--- src/pipe_pkg.sv ---
package pipe_pkg;

    // --------------------
    // side-effect controls
    // --------------------
    // one enable per csr write kind (write, set, clear, mret)
    localparam int csr_wen_w = 4;

    // --------------------
    // performance counters
    // --------------------
    localparam int perf_cnt_w = 32;   // wraps, no saturation

endpackage

--- src/isa_pkg.sv ---
package isa_pkg;

    // --------------------
    // architectural widths
    // --------------------
    localparam int xlen      = 32;
    localparam int reg_idx_w = 5;   // x0..x31
    localparam int funct3_w  = 3;
    localparam int alu_op_w  = 4;

    // --------------------
    // alu opcodes
    // --------------------
    // low three bits follow funct3, bit 3 picks the alternate form
    typedef enum logic [alu_op_w-1:0] {
        alu_add    = 4'b0000,
        alu_sll    = 4'b0001,
        alu_slt    = 4'b0010,
        alu_sltu   = 4'b0011,
        alu_xor    = 4'b0100,
        alu_srl    = 4'b0101,
        alu_or     = 4'b0110,
        alu_and    = 4'b0111,
        alu_sub    = 4'b1000,
        alu_sra    = 4'b1101,
        alu_pass_b = 4'b1111    // lui style, b straight through
    } alu_op_t;

endpackage
--- src/exu.sv ---
`timescale 1ns/100ps

module exu (
    input  logic                              clock,
    input  logic                              reset,

    // upstream
    input  logic                              valid_in,
    output logic                              ready_in,
    input  logic                              inst_kill,

    // operands and alu control
    input  logic [isa_pkg::xlen-1:0]          op1,
    input  logic [isa_pkg::xlen-1:0]          op2,
    input  isa_pkg::alu_op_t                  alu_op,
    input  logic                              inv_flag,

    // carried along to the memory stage
    input  logic [isa_pkg::reg_idx_w-1:0]     rd,
    input  logic [isa_pkg::funct3_w-1:0]      funct3,
    input  logic [isa_pkg::xlen-1:0]          imm,
    input  logic [isa_pkg::xlen-1:0]          rs2_value,
    input  logic [isa_pkg::xlen-1:0]          rd_value,
    input  logic [pipe_pkg::csr_wen_w-1:0]    csr_wen,
    input  logic                              reg_wen,
    input  logic                              mem_wen,
    input  logic                              mem_ren,
    input  logic                              jump_flag,
    input  logic                              branch_flag,
    input  logic                              fetch_i_flag,

    // downstream
    output logic                              valid_out,
    input  logic                              ready_out,
    output logic [isa_pkg::xlen-1:0]          ex_result,
    output logic [isa_pkg::reg_idx_w-1:0]     rd_out,
    output logic [isa_pkg::funct3_w-1:0]      funct3_out,
    output logic [isa_pkg::xlen-1:0]          imm_out,
    output logic [isa_pkg::xlen-1:0]          rs2_value_out,
    output logic [isa_pkg::xlen-1:0]          rd_value_out,
    output logic [pipe_pkg::csr_wen_w-1:0]    csr_wen_out,
    output logic                              reg_wen_out,
    output logic                              mem_wen_out,
    output logic                              mem_ren_out,
    output logic                              jump_flag_out,
    output logic                              branch_flag_out,
    output logic                              fetch_i_flag_out,

    // perf
    output logic [pipe_pkg::perf_cnt_w-1:0]   exec_count,
    output logic [pipe_pkg::perf_cnt_w-1:0]   kill_count,
    output logic [pipe_pkg::perf_cnt_w-1:0]   stall_count
);

    logic capture;
    logic kill_capture;

    exu_handshake handshake_i (
        .clock        (clock),
        .reset        (reset),
        .valid_in     (valid_in),
        .ready_out    (ready_out),
        .inst_kill    (inst_kill),
        .ready_in     (ready_in),
        .valid_out    (valid_out),
        .capture      (capture),
        .kill_capture (kill_capture)
    );

    exu_operand_stage operand_i (
        .clock     (clock),
        .reset     (reset),
        .capture   (capture),
        .op1       (op1),
        .op2       (op2),
        .alu_op    (alu_op),
        .inv_flag  (inv_flag),
        .ex_result (ex_result)
    );

    exu_sideband sideband_i (
        .clock            (clock),
        .reset            (reset),
        .capture          (capture),
        .kill_capture     (kill_capture),
        .rd               (rd),
        .funct3           (funct3),
        .imm              (imm),
        .rs2_value        (rs2_value),
        .rd_value         (rd_value),
        .csr_wen          (csr_wen),
        .reg_wen          (reg_wen),
        .mem_wen          (mem_wen),
        .mem_ren          (mem_ren),
        .jump_flag        (jump_flag),
        .branch_flag      (branch_flag),
        .fetch_i_flag     (fetch_i_flag),
        .rd_out           (rd_out),
        .funct3_out       (funct3_out),
        .imm_out          (imm_out),
        .rs2_value_out    (rs2_value_out),
        .rd_value_out     (rd_value_out),
        .csr_wen_out      (csr_wen_out),
        .reg_wen_out      (reg_wen_out),
        .mem_wen_out      (mem_wen_out),
        .mem_ren_out      (mem_ren_out),
        .jump_flag_out    (jump_flag_out),
        .branch_flag_out  (branch_flag_out),
        .fetch_i_flag_out (fetch_i_flag_out)
    );

    exu_perf perf_i (
        .clock        (clock),
        .reset        (reset),
        .capture      (capture),
        .kill_capture (kill_capture),
        .valid_out    (valid_out),
        .ready_out    (ready_out),
        .exec_count   (exec_count),
        .kill_count   (kill_count),
        .stall_count  (stall_count)
    );

endmodule

--- src/exu_perf.sv ---
`timescale 1ns/100ps

module exu_perf (
    input  logic                              clock,
    input  logic                              reset,
    input  logic                              capture,
    input  logic                              kill_capture,
    input  logic                              valid_out,
    input  logic                              ready_out,
    output logic [pipe_pkg::perf_cnt_w-1:0]   exec_count,
    output logic [pipe_pkg::perf_cnt_w-1:0]   kill_count,
    output logic [pipe_pkg::perf_cnt_w-1:0]   stall_count
);

    logic exec_evt;
    logic stall_evt;

    assign exec_evt  = capture & ~kill_capture;
    assign stall_evt = valid_out & ~ready_out;   // held by back-pressure

    // --------------------
    // counters
    // --------------------
    always_ff @(posedge clock or posedge reset) begin
        if (reset) begin
            exec_count  <= '0;
            kill_count  <= '0;
            stall_count <= '0;
        end else begin
            if (exec_evt)
                exec_count <= exec_count + 1'b1;
            if (kill_capture)
                kill_count <= kill_count + 1'b1;
            if (stall_evt)
                stall_count <= stall_count + 1'b1;
        end
    end

endmodule

--- src/exu_sideband.sv ---
`timescale 1ns/100ps

module exu_sideband (
    input  logic                             clock,
    input  logic                             reset,
    input  logic                             capture,
    input  logic                             kill_capture,
    input  logic [isa_pkg::reg_idx_w-1:0]    rd,
    input  logic [isa_pkg::funct3_w-1:0]     funct3,
    input  logic [isa_pkg::xlen-1:0]         imm,
    input  logic [isa_pkg::xlen-1:0]         rs2_value,
    input  logic [isa_pkg::xlen-1:0]         rd_value,
    input  logic [pipe_pkg::csr_wen_w-1:0]   csr_wen,
    input  logic                             reg_wen,
    input  logic                             mem_wen,
    input  logic                             mem_ren,
    input  logic                             jump_flag,
    input  logic                             branch_flag,
    input  logic                             fetch_i_flag,
    output logic [isa_pkg::reg_idx_w-1:0]    rd_out,
    output logic [isa_pkg::funct3_w-1:0]     funct3_out,
    output logic [isa_pkg::xlen-1:0]         imm_out,
    output logic [isa_pkg::xlen-1:0]         rs2_value_out,
    output logic [isa_pkg::xlen-1:0]         rd_value_out,
    output logic [pipe_pkg::csr_wen_w-1:0]   csr_wen_out,
    output logic                             reg_wen_out,
    output logic                             mem_wen_out,
    output logic                             mem_ren_out,
    output logic                             jump_flag_out,
    output logic                             branch_flag_out,
    output logic                             fetch_i_flag_out
);

    import pipe_pkg::*;

    localparam int ctrl_w = csr_wen_w + 6;

    logic [ctrl_w-1:0] ctrl_in;
    logic [ctrl_w-1:0] ctrl_q;

    assign ctrl_in = {csr_wen, reg_wen, mem_wen, mem_ren, jump_flag, branch_flag, fetch_i_flag};

    // --------------------
    // pass-through fields
    // --------------------
    always_ff @(posedge clock or posedge reset) begin
        if (reset) begin
            rd_out        <= '0;
            funct3_out    <= '0;
            imm_out       <= '0;
            rs2_value_out <= '0;
            rd_value_out  <= '0;
        end else if (capture) begin
            rd_out        <= rd;
            funct3_out    <= funct3;
            imm_out       <= imm;
            rs2_value_out <= rs2_value;
            rd_value_out  <= rd_value;
        end
    end

    // side-effect controls, squashed by the branch unit
    always_ff @(posedge clock or posedge reset) begin
        if (reset) begin
            ctrl_q <= '0;
        end else if (capture) begin
            ctrl_q <= kill_capture ? '0 : ctrl_in;
        end
    end

    assign {csr_wen_out, reg_wen_out, mem_wen_out, mem_ren_out,
            jump_flag_out, branch_flag_out, fetch_i_flag_out} = ctrl_q;

    a_no_mem_rw: assert property (
        @(posedge clock) disable iff (reset)
        !(mem_wen_out && mem_ren_out)
    );

endmodule

--- src/exu_operand_stage.sv ---
`timescale 1ns/100ps

module exu_operand_stage (
    input  logic                         clock,
    input  logic                         reset,
    input  logic                         capture,
    input  logic [isa_pkg::xlen-1:0]     op1,
    input  logic [isa_pkg::xlen-1:0]     op2,
    input  isa_pkg::alu_op_t             alu_op,
    input  logic                         inv_flag,
    output logic [isa_pkg::xlen-1:0]     ex_result
);

    import isa_pkg::*;

    logic [xlen-1:0] op1_q;
    logic [xlen-1:0] op2_q;
    alu_op_t         alu_op_q;
    logic            inv_q;
    logic [xlen-1:0] alu_res;

    // --------------------
    // operand registers
    // --------------------
    always_ff @(posedge clock or posedge reset) begin
        if (reset) begin
            op1_q    <= '0;
            op2_q    <= '0;
            alu_op_q <= alu_add;
            inv_q    <= 1'b0;
        end else if (capture) begin
            op1_q    <= op1;
            op2_q    <= op2;
            alu_op_q <= alu_op;
            inv_q    <= inv_flag;
        end
    end

    alu alu_i (
        .op  (alu_op_q),
        .a   (op1_q),
        .b   (op2_q),
        .res (alu_res)
    );

    // flip the compare bit: slt -> bge, sltu -> bgeu
    assign ex_result = alu_res ^ {{(xlen-1){1'b0}}, inv_q};

    a_op_listed: assert property (
        @(posedge clock) disable iff (reset)
        capture |=> alu_op_q inside {alu_add, alu_sub, alu_sll, alu_slt, alu_sltu,
                                     alu_xor, alu_srl, alu_sra, alu_or, alu_and,
                                     alu_pass_b}
    );

endmodule

--- src/alu.sv ---
`timescale 1ns/100ps

module alu (
    input  isa_pkg::alu_op_t             op,
    input  logic [isa_pkg::xlen-1:0]     a,
    input  logic [isa_pkg::xlen-1:0]     b,
    output logic [isa_pkg::xlen-1:0]     res
);

    import isa_pkg::*;

    localparam int shamt_w = $clog2(xlen);

    logic [shamt_w-1:0] shamt;
    logic               lt_signed;
    logic               lt_unsigned;
    logic [xlen-1:0]    sum;
    logic [xlen-1:0]    diff;

    assign shamt       = b[shamt_w-1:0];   // upper bits of b ignored
    assign sum         = a + b;
    assign diff        = a - b;
    assign lt_signed   = $signed(a) < $signed(b);
    assign lt_unsigned = a < b;

    always_comb begin
        case (op)
            alu_add:    res = sum;
            alu_sub:    res = diff;
            alu_sll:    res = a << shamt;
            alu_slt:    res = {{(xlen-1){1'b0}}, lt_signed};
            alu_sltu:   res = {{(xlen-1){1'b0}}, lt_unsigned};
            alu_xor:    res = a ^ b;
            alu_srl:    res = a >> shamt;
            alu_sra:    res = $unsigned($signed(a) >>> shamt);
            alu_or:     res = a | b;
            alu_and:    res = a & b;
            alu_pass_b: res = b;
            default:    res = '0;   // unused encodings
        endcase
    end

endmodule

--- src/exu_handshake.sv ---
`timescale 1ns/100ps

module exu_handshake (
    input  logic clock,
    input  logic reset,
    input  logic valid_in,
    input  logic ready_out,
    input  logic inst_kill,
    output logic ready_in,
    output logic valid_out,
    output logic capture,
    output logic kill_capture
);

    // room when empty or when the held item leaves this cycle
    assign ready_in     = ready_out | ~valid_out;
    assign capture      = valid_in & ready_in;
    assign kill_capture = capture & inst_kill;

    // valid of the stage register
    // a capture only lands in an empty or draining stage
    // so the kill alone decides what the stage holds next
    always_ff @(posedge clock or posedge reset) begin
        if (reset) begin
            valid_out <= 1'b0;
        end else if (capture) begin
            valid_out <= ~inst_kill;
        end else if (ready_out) begin
            valid_out <= 1'b0;   // transferred with nothing new behind it
        end
    end

    // --------------------
    // checks
    // --------------------
    // held item stays until the memory stage takes it
    a_hold_on_stall: assert property (
        @(posedge clock) disable iff (reset)
        valid_out && !ready_out |=> valid_out
    );

endmodule

--- config.mk ---
export PLATFORM = sky130hd
export DESIGN_NAME = exu
export DESIGN_NICKNAME = d
export VERILOG_FILES = /design/src/pipe_pkg.sv /design/src/isa_pkg.sv /design/src/exu.sv /design/src/exu_perf.sv /design/src/exu_sideband.sv /design/src/exu_operand_stage.sv /design/src/alu.sv /design/src/exu_handshake.sv
export SDC_FILE = /design/constraint.sdc
export NUM_CORES = 1
export LEC_CHECK = 0
export BUFFER_PORTS_ARGS = -buffer_cell sky130_fd_sc_hd__buf_4
export CORE_MARGIN = 2
export CORE_UTILIZATION = 55
export DETAILED_ROUTE_END_ITERATION = 10
export PLACE_DENSITY = 0.81
export SYNTH_ARGS = -nofsm -noshare
export SYNTH_HDL_FRONTEND = slang
export SYNTH_SLANG_ARGS = --single-unit
--- constraint.sdc ---
create_clock -name clock -period 14.2 [get_ports clock]
set_input_delay 2.84 -clock clock [delete_from_list [all_inputs] [get_ports clock]]
set_output_delay 2.84 -clock clock [all_outputs]
set_load 0.05 [all_outputs]
Word level (Yosys, flattened, before mapping)
Index checks and enable logic that the tools add are counted. W data, S select, Z words.

Reduce and logical (&&, ||, !) cells: 2. Bitwise logic cells: 13. Equal/unequal tests: 10. Shifts and indexed selects: 3. $add $sub $neg: 5. Magnitude comparators: 2. Multiplexer cells: 4.

Operators with widths (number): $pmux W32 S11 (1); $add A32 B1 Y32 const B (3); $lt A32 B32 Y1 (2); $add A32 B32 Y32 (1); $and A32 B32 Y32 (1); $or A32 B32 Y32 (1); $shl A32 B5 Y32 (1); $shr A32 B5 Y32 (1); $sshr A32 B5 Y32 (1); $sub A32 B32 Y32 (1); $xor A32 B1 Y32 (1); $xor A32 B32 Y32 (1); $eq A4 B3 Y1 const B (4); $eq A4 B4 Y1 const B (3); $mux W10 (1); $eq A4 B2 Y1 const B (2); $and A1 B1 Y1 (4); $eq A4 B1 Y1 const B (1); $logic_not A4 Y1 (1); $not A1 Y1 (4); $mux W1 (2); $reduce_bool A2 Y1 (1); $or A1 B1 Y1 (1).

Output and inout bits: 244. Bits of input ports: 188. Bits in registers: 280.

Longest topological paths before layout
Gate-level depths: netlist of run 1.

Word-level depth: 6. Depth in mapped cells: 16. Gate-level depth less buffers: 13.

Cells and area by module
Synthesis of run 1 repeated with hierarchy kept, for this count alone.

Cells, all modules: 2091. Area, all modules: 20129.3 µm².

Modules (own cells, without submodules): alu (cells each 1321, area each 8768.4 µm², instances 1); exu_sideband (cells each 245, area each 4377.9 µm², instances 1); exu_perf (cells each 370, area each 4302.9 µm², instances 1); exu_operand_stage (cells each 148, area each 2616.3 µm², instances 1); exu_handshake (cells each 7, area each 63.8 µm², instances 1).

Least setup slack after synthesis of run 1
No wires, ideal clock.

Kind: reg-to-output. Start point: reg operand_i.op2_q[2]. End point: out ex_result[17] (netlist name). Path slack: 6.795 ns. Arrival time: 4.565 ns. Path buffers: 5. Cell stages (with the launch flop): 16. Cell sequence: dfrtp_1 > buf_2 > inv_1 > clkbuf_1 > buf_1 > buf_1 > ha_1 > buf_2 > nor4_1 > o211ai_1 > o22a_1 > a2111o_1 > a21oi_1 > o31ai_1 > xnor2_1 > o21ai_0.

Cells in the longest elaborated chain, start to end: 3. Elaborated cells on any way between the ends: 7. Classes of those cells: add/sub: 2; shift: 3; mux: 1; bitwise: 1.

RTL lines: start: declaration (RTL line exu_operand_stage.sv:17) `logic [xlen-1:0] op2_q;`; start signal: assignment (RTL line exu_operand_stage.sv:33) `op2_q <= op2;`; $sub A32 B32 Y32, or another cell as far along (RTL line alu.sv:22) `assign diff = a - b;`; $pmux W32 S11 (*) (RTL line alu.sv:27) `case (op)`; $xor A32 B1 Y32 (*) (RTL line exu_operand_stage.sv:47) `assign ex_result = alu_res ^ {{(xlen-1){1'b0}}, inv_q};`; end: declaration (RTL line exu.sv:35) `output logic [isa_pkg::xlen-1:0] ex_result,`.

Mark *: on every way between the ends. The rest lies on a longest branch, timed or not.

Final worst setup path of run 1
Start point: reg operand_i.op2_q[0]. End point: out ex_result[0] (netlist name).

Cells in the longest elaborated chain, start to end: 3. Elaborated cells on any way between the ends: 12. Classes of those cells: add/sub: 2; order compare: 2; shift: 3; mux: 1; bitwise: 4.

RTL lines (RTL line): $sub A32 B32 Y32, or another cell as far along (alu.sv:22); $pmux W32 S11 (*) (alu.sv:27); $xor A32 B1 Y32 (*) (exu_operand_stage.sv:47).

Marked as above.

==> results of run 1 <==
## per-layer routing
metal	vias to the layer above	GRT usage, %	part of all wire, %
li1	9070	-	-
met1	9951	51.42	36
met2	1363	68.76	46
met3	364	11.58	10
met4	2	26.37	7.4
met5	-	0	0.018
## cell families after synthesis
logic type	after synthesis
fa+ha+maj	102
mux	93
xor+xnor	114
compound gates	582
flops	280
simple gates	963
buf+inv	250
## stage by stage
| stage | cells | total power [uW] | hold slack (ns) | cell area [um2] | util [%] |
|---|---|---|---|---|---|
| 2_1_floorplan | 2384 | 2029 | 0.4668 | 19580 | - |
| 6_report | 3214 | 3506 | 0.4706 | 24150 | 68.40 |
| 3_3_place_gp | 3155 | 2549 | 0.4537 | 23020 | 65.21 |
| 4_1_cts | 3211 | 3461 | 0.4714 | 24150 | 68.38 |
| 5_1_grt | 3212 | 3631 | 0.4950 | 24150 | 68.39 |
| 3_5_place_dp | 3155 | 2569 | 0.4570 | 23020 | 65.21 |
## sequential cells by signal (all words and copies together) (netlist names)
| register | cells |
|---|---|
| operand_i.alu_op_q | 4 |
| sideband_i.imm_out | 32 |
| sideband_i.ctrl_q | 10 |
| operand_i.op1_q | 32 |
| perf_i.stall_count | 32 |
| perf_i.exec_count | 32 |
| sideband_i.funct3_out | 3 |
| handshake_i.valid_out | 1 |
| sideband_i.rs2_value_out | 32 |
| sideband_i.rd_out | 5 |
| perf_i.kill_count | 32 |
| operand_i.op2_q | 32 |
| sideband_i.rd_value_out | 32 |
| operand_i.inv_q | 1 |
## tightest hold or removal path, delay by kind of cell (launching register included)
| kind | cells | cell delay, ns |
|---|---|---|
| flops | 1 | 0.34 |
| simple gates | 2 | 0.10 |
## Yosys cell counts, drive strengths merged (9+ instances only)
cell type / number
dfrtp: 280
mux2: 17
o22ai: 22
xor2: 30
mux4: 26
nor4: 10
xnor2: 84
a221oi: 23
o21bai: 11
nor2: 153
nand2b: 12
inv: 102
ha: 100
a21oi: 104
nor2b: 9
o221ai: 14
a211o: 9
buf: 52
a222oi: 12
nand4: 20
a211oi: 31
nand2: 586
nand3b: 13
a21o: 15
nand3: 56
o2111ai: 14
mux2i: 50
a31oi: 20
o211ai: 22
and3: 26
clkbuf: 96
a22oi: 18
nor3: 47
o21ai: 175
## worst max-delay path by stage
stage | from | endpoint | slack, ns | depth (start not counted)
after detailed placement | operand_i.op2_q[1] | ex_result[29] | 7.22 | 12
final | operand_i.op2_q[0] | ex_result[0] | 6.40 | 12
after floorplan | reset | handshake_i.valid_out | 3.64 | 1
after global routing | operand_i.op2_q[1] | ex_result[29] | 6.21 | 12
after global placement | operand_i.op2_q[1] | ex_result[29] | 7.22 | 12
after CTS | operand_i.op2_q[1] | ex_result[29] | 6.57 | 12
## power by group through the flow
stage / clock network, uW / registers, uW / logic (uW)
2_1_floorplan: 0 / 1180 / 844
3_3_place_gp: 0 / 1010 / 1540
3_5_place_dp: 0 / 1010 / 1560
4_1_cts: 891 / 1000 / 1570
5_1_grt: 928 / 1020 / 1690
6_report: 889 / 1010 / 1610
## placed cells by master (no fill, tap or decap), drive strengths merged, types with 18 or more instances in the layout
master	n
clkbuf	41
a221oi	23
inv	103
nor3	47
dfrtp	280
ha	100
and3	26
buf	458
nor2	153
o22ai	22
nand3	56
mux2i	50
xnor2	84
nand2	586
a21oi	104
a31oi	20
a22oi	18
mux4	26
o211ai	22
xor2	30
o21ai	175
a211oi	31
nand4	20
## final cells by class
cell class / instances / share of cell area, %
tap: 461 / 2.388
antenna: 3 / 0.03108
multi-input combinational: 1854 / 48.05
timing repair buffer: 458 / 14.24
inverter: 102 / 1.616
clock buffer: 41 / 3.445
clock inverter: 15 / 1.197
sequential: 280 / 29.04
==> impl_metrics.yaml, run 1 <==
status:
  status: "finished, final reports clean"
sta:
  hold_viol_final: 0
  final_max_slew_viol_count: 0
  fin_skew_ns: 0.01272
  tightestPinTransition_ns: 1.246
  rsz0062_at_grt: "no"
  fmax_mhz: 128.1
  setup-violations-final: 0
  fin_crit_ns: 7.805
  slew_headroom_pct: 16.84
  setup_tns_ns: 0
  min_period_over_period_pct: 54.96
  fin_ws_ns: 6.395
clock_tree:
  cts_max_level: 1
  clk_path_buf_depth: 3
  hold_buffers: 0
  postCtsSetupRepairBufs: 0
  cts.sinks: 280
  cts_buffers: 30
  path_clk_slew_ns: 0.06
  clk_latency_ns: 0.60
  root_buffer: "clkbuf_16"
  cts_resized: 0
  cts_tree: "yes"
floorplan:
  core-area_mm2: 0.03531
  start_util_pct: 55.45
  die_width_um: 192.7
  die-area_mm2: 0.03713
  die_y_um: 192.7
  rows: 69
  num_io_pins: 432
flow_run:
  drv_cap: 0
detailed_routing:
  wl_per_cell_um: 25.50
  first_iter_violations: 2296
  vias_per_cell: 6.456
  vias: 20750
  drt-pass1-iter-count: 6
  post-route-drc-count: 0
  routed_wl_um: 81960
  ant_nets: 0
synthesis:
  syn_nets: 2674
  avgSynthCellArea_um2: 8.213
  ys.flop_type: "dfrtp_1"
  synth_warnings: 0
  synth_compound_area_share_pct: 19.84
  seq_area_frac_synth_pct: 35.79
  synth-simple-area-share_pct: 20.97
  synth_edf_count: 0
  synth_top_area_cell: "dfrtp_1"
  synth_area_leaders: "dfrtp_1, nand2_1, ha_1, o21ai_0, xnor2_1"
  ys_seq_elements: 280
  yosysTopAreaCellShare_pct: 35.79
  synth_top_family_by_area: "simple AND/OR/NAND/NOR gates"
  synth-xor-area-share_pct: 5.099
  ys_async_sr_fraction_pct: 100.0
  syn_area_mm2: 0.01958
  synth_cells: 2384
  synth.distinct_cells: 86
  synth.mux.area_fraction_pct: 6.524
  synthAdderAreaFrac_pct: 6.595
power:
  p_sw_share_pct: 45.11
  p_clk_share_pct: 25.4
  p_per_area_mw_per_mm2: 145.1
  pwr-share-comb_pct: 45.9
  leakage_uw: 0.01168
  max-vdd-ir-drop_mv: 0.1409
  p_sw_uw: 1582
  internal-power_uw: 1924
  power_frac_seq_pct: 28.7
grt:
  grt_pass1_wl_um: 121200
  gr-total-overflow: 0
  grt_antenna_before_repair: 2
  grt_max_degree: 144
  grt_pass1_vias: 20270
  grtUsageTotal_pct: 42.93
critical_path:
  rrSetupSlack_ns: 10.81
  critPathMaxStageDelay_ns: 0.74
  critPathKind: "register to output port"
  critPathTopFamily: "compound AO/OA/AOI/OAI gates"
  reg2reg_depth: 8
  cp_num_buf_inv: 2
  cp_slowest_cell: "dfrtp_4"
  arrival_ns: 4.96
  crit_chain: "ha_1 > inv_1 > fa_1 > nor2b_1 > o21ai_0 > a31oi_1 > o2111ai_1 > nand2_1 > a311oi_2 > a211oi_2 > xnor2_1 > buf_4"
  cp-start-kind: "register"
  worst-path-max-fanout: 37
  rr_startpoint: "handshake_i.valid_out"
  cp.required_ns: 11.36
  rr_endpoint: "perf_i.exec_count[28]"
  worst_setup_path_end_kind: "output port"
min_path:
  hold_end: "sideband_i.ctrl_q[4]"
  hold_path_startpoint: "sideband_i.ctrl_q[4]"
  hp-class: "register to register"
  worstHoldPathCells: 2
layout:
  fin_nets: 3016
  drive_gt1_share_pct: 21.38
  multi_input_area_mm2: 0.01160
  fillers: 2667
  area_growth_pct: 23.36
  seqCellArea_mm2: 0.007014
placed_design:
  portBuffers: 431
  gp_congestion: 1.092
  pre_cts_slack_ns: 7.221
  hpwl_um: 59690
No activity file was read; power rests on OpenSTA's default activity.
==> run 2, diff against run 1 <==
Settings changed: CORE_UTILIZATION 55 to 51, PLACE_DENSITY 0.81 to 0.79.
Clock period 14.2 ns to 7.1 ns, I/O delays scaled along.
==> impl_metrics.yaml, run 2 (synthesis gave the netlist of run 1 again) <==
sta:
  fin_crit_ns: 6.468
  hold_viol_final: 0
  slew_headroom_pct: 20.56
  hold_slack_ns: 0.4690
  fin_skew_ns: 0.04821
  fmax_mhz: 154.6
  fin_ws_ns: 0.6319
  rsz0062_at_grt: "no"
  setup_tns_ns: 0
  min_period_over_period_pct: 91.10
  tightestPinTransition_ns: 1.183
  final_max_slew_viol_count: 0
  setup-violations-final: 0
clock_tree:
  hold_buffers: 0
  root_buffer: "clkbuf_16"
  postCtsSetupRepairBufs: 0
  cts_tree: "yes"
  cts_buffers: 30
  cts_max_level: 1
  clk_path_buf_depth: 3
  cts.sinks: 280
  path_clk_slew_ns: 0.08
  clk_latency_ns: 0.62
  cts_resized: 0
critical_path:
  reg2reg_depth: 9
  critPathKind: "register to output port"
  rrSetupSlack_ns: 3.92
  path_common_cell: "buf_4"
  crit_chain: "inv_1 > buf_4 > ha_1 > o21ba_2 > nor4_1 > o211ai_1 > o22a_1 > a2111o_1 > a21oi_1 > o31ai_1 > xnor2_1 > o21ai_0 > buf_4"
  rr_startpoint: "handshake_i.valid_out"
  worst-path-max-fanout: 25
  worst_setup_path_end_kind: "output port"
  cp-start-kind: "register"
  rr_endpoint: "perf_i.kill_count[28]"
  cp.required_ns: 5.68
  arrival_ns: 5.05
  cp_slowest_cell: "a2111o_1"
  cp_num_buf_inv: 3
  critPathMaxStageDelay_ns: 0.46
  critPathTopFamily: "compound AO/OA/AOI/OAI gates"
detailed_routing:
  routed_wl_um: 86820
  top_layer: "met4"
  wl_per_cell_um: 26.54
  wl_met2_um: 39540
  ant_nets: 0
  vias_per_cell: 6.434
  wl_met1_um: 31360
  post-route-drc-count: 0
  vias: 21050
  wl_met3_um: 8984
  drt-pass1-iter-count: 6
  first_iter_violations: 2533
grt:
  grt_pass1_wl_um: 127800
  grtUsageTotal_pct: 42.68
  grt_max_degree: 106
  grt_antenna_before_repair: 2
  grt_pass1_vias: 20810
  gr-total-overflow: 0
power:
  p_per_area_mw_per_mm2: 293.3
  leakage_uw: 0.01175
  power_uw: 7138
  max-vdd-ir-drop_mv: 0.2254
placed_design:
  gp_congestion: 1.065
  pre_cts_slack_ns: 1.475
  hpwl_um: 64470
  placed_area_mm2: 0.02317
  portBuffers: 431
floorplan:
  core-area_mm2: 0.03776
  die_width_um: 199.9
  rows: 71
  die-area_mm2: 0.03998
  start_util_pct: 51.86
  die_y_um: 199.9
  num_io_pins: 432
min_path:
  hold_path_startpoint: "sideband_i.ctrl_q[9]"
  hp-class: "register to register"
  worstHoldPathCells: 2
  hold_end: "sideband_i.ctrl_q[9]"
layout:
  fin_nets: 3025
  final_area_mm2: 0.02433
  seqCellArea_mm2: 0.007014
  area_growth_pct: 24.28
  multi_input_area_mm2: 0.01161
  mostFrequentLayoutCell: "nand2_1"
  final_cell_mix: "nand2_1, buf_4, dfrtp_1"
  fillers: 3009
  drive_gt1_share_pct: 21.82
flow_run:
  drv_cap: 0
status:
  status: "finished, final reports clean"
==> run 2: cell types whose count changed in the layout (fill, tap and decap cells not counted), moves of 2 or more <==
| cell | change |
|---|---|
| clkbuf_1 | -4 |
| clkinvlp_4 | +2 |
| diode_2 | -2 |
| buf_4 | +8 |
==> run 2: report_power, final <==
part	switching, uW	internal, uW
logic	2290	1010
clock network	719	1130
registers	233	1770
total	3240	3900
==> run 2: worst max path at each step <==
stage	start	to	slack [ns]	cells past startpoint
CTS	operand_i.op2_q[1]	ex_result[17]	0.81	13
detailed placement	operand_i.op2_q[1]	ex_result[17]	1.48	13
global route	operand_i.op2_q[1]	ex_result[17]	0.52	13
floorplan	operand_i.op2_q[2]	ex_result[17]	1.11	15
global placement	operand_i.op2_q[1]	ex_result[17]	1.53	13
finish	operand_i.op2_q[1]	ex_result[17]	0.63	13
==> run 2: final cells by class <==
| type | instances | area share (%) |
|---|---|---|
| Sequential cell | 280 | 28.83 |
| Clock inverter | 18 | 1.363 |
| Multi-Input combinational cell | 1854 | 47.71 |
| Clock buffer | 38 | 3.414 |
| Antenna cell | 1 | 0.01028 |
| Inverter | 102 | 1.589 |
| Timing Repair Buffer | 467 | 14.46 |
| Tap cell | 511 | 2.628 |
==> run 2: routing by layer <==
metal  track usage [%]  vias up
met3             11.11      398
met5                 0        -
met1             51.55    10170
li1                  -     9095
met4             28.48        0
met2             67.43     1385
==> run 2: tightest hold or removal path, stage by stage, from the launching register on <==
cell and delay, ns:
dfrtp_1 0.34, nand2_1 0.05, nand2_1 0.05
==> run 2: through the flow <==
step	std cells	utilization, %
global placement	3214	61.37
finish	3271	64.45
global route	3270	64.44
floorplan	2384	-
detailed placement	3214	61.37
CTS	3270	64.44
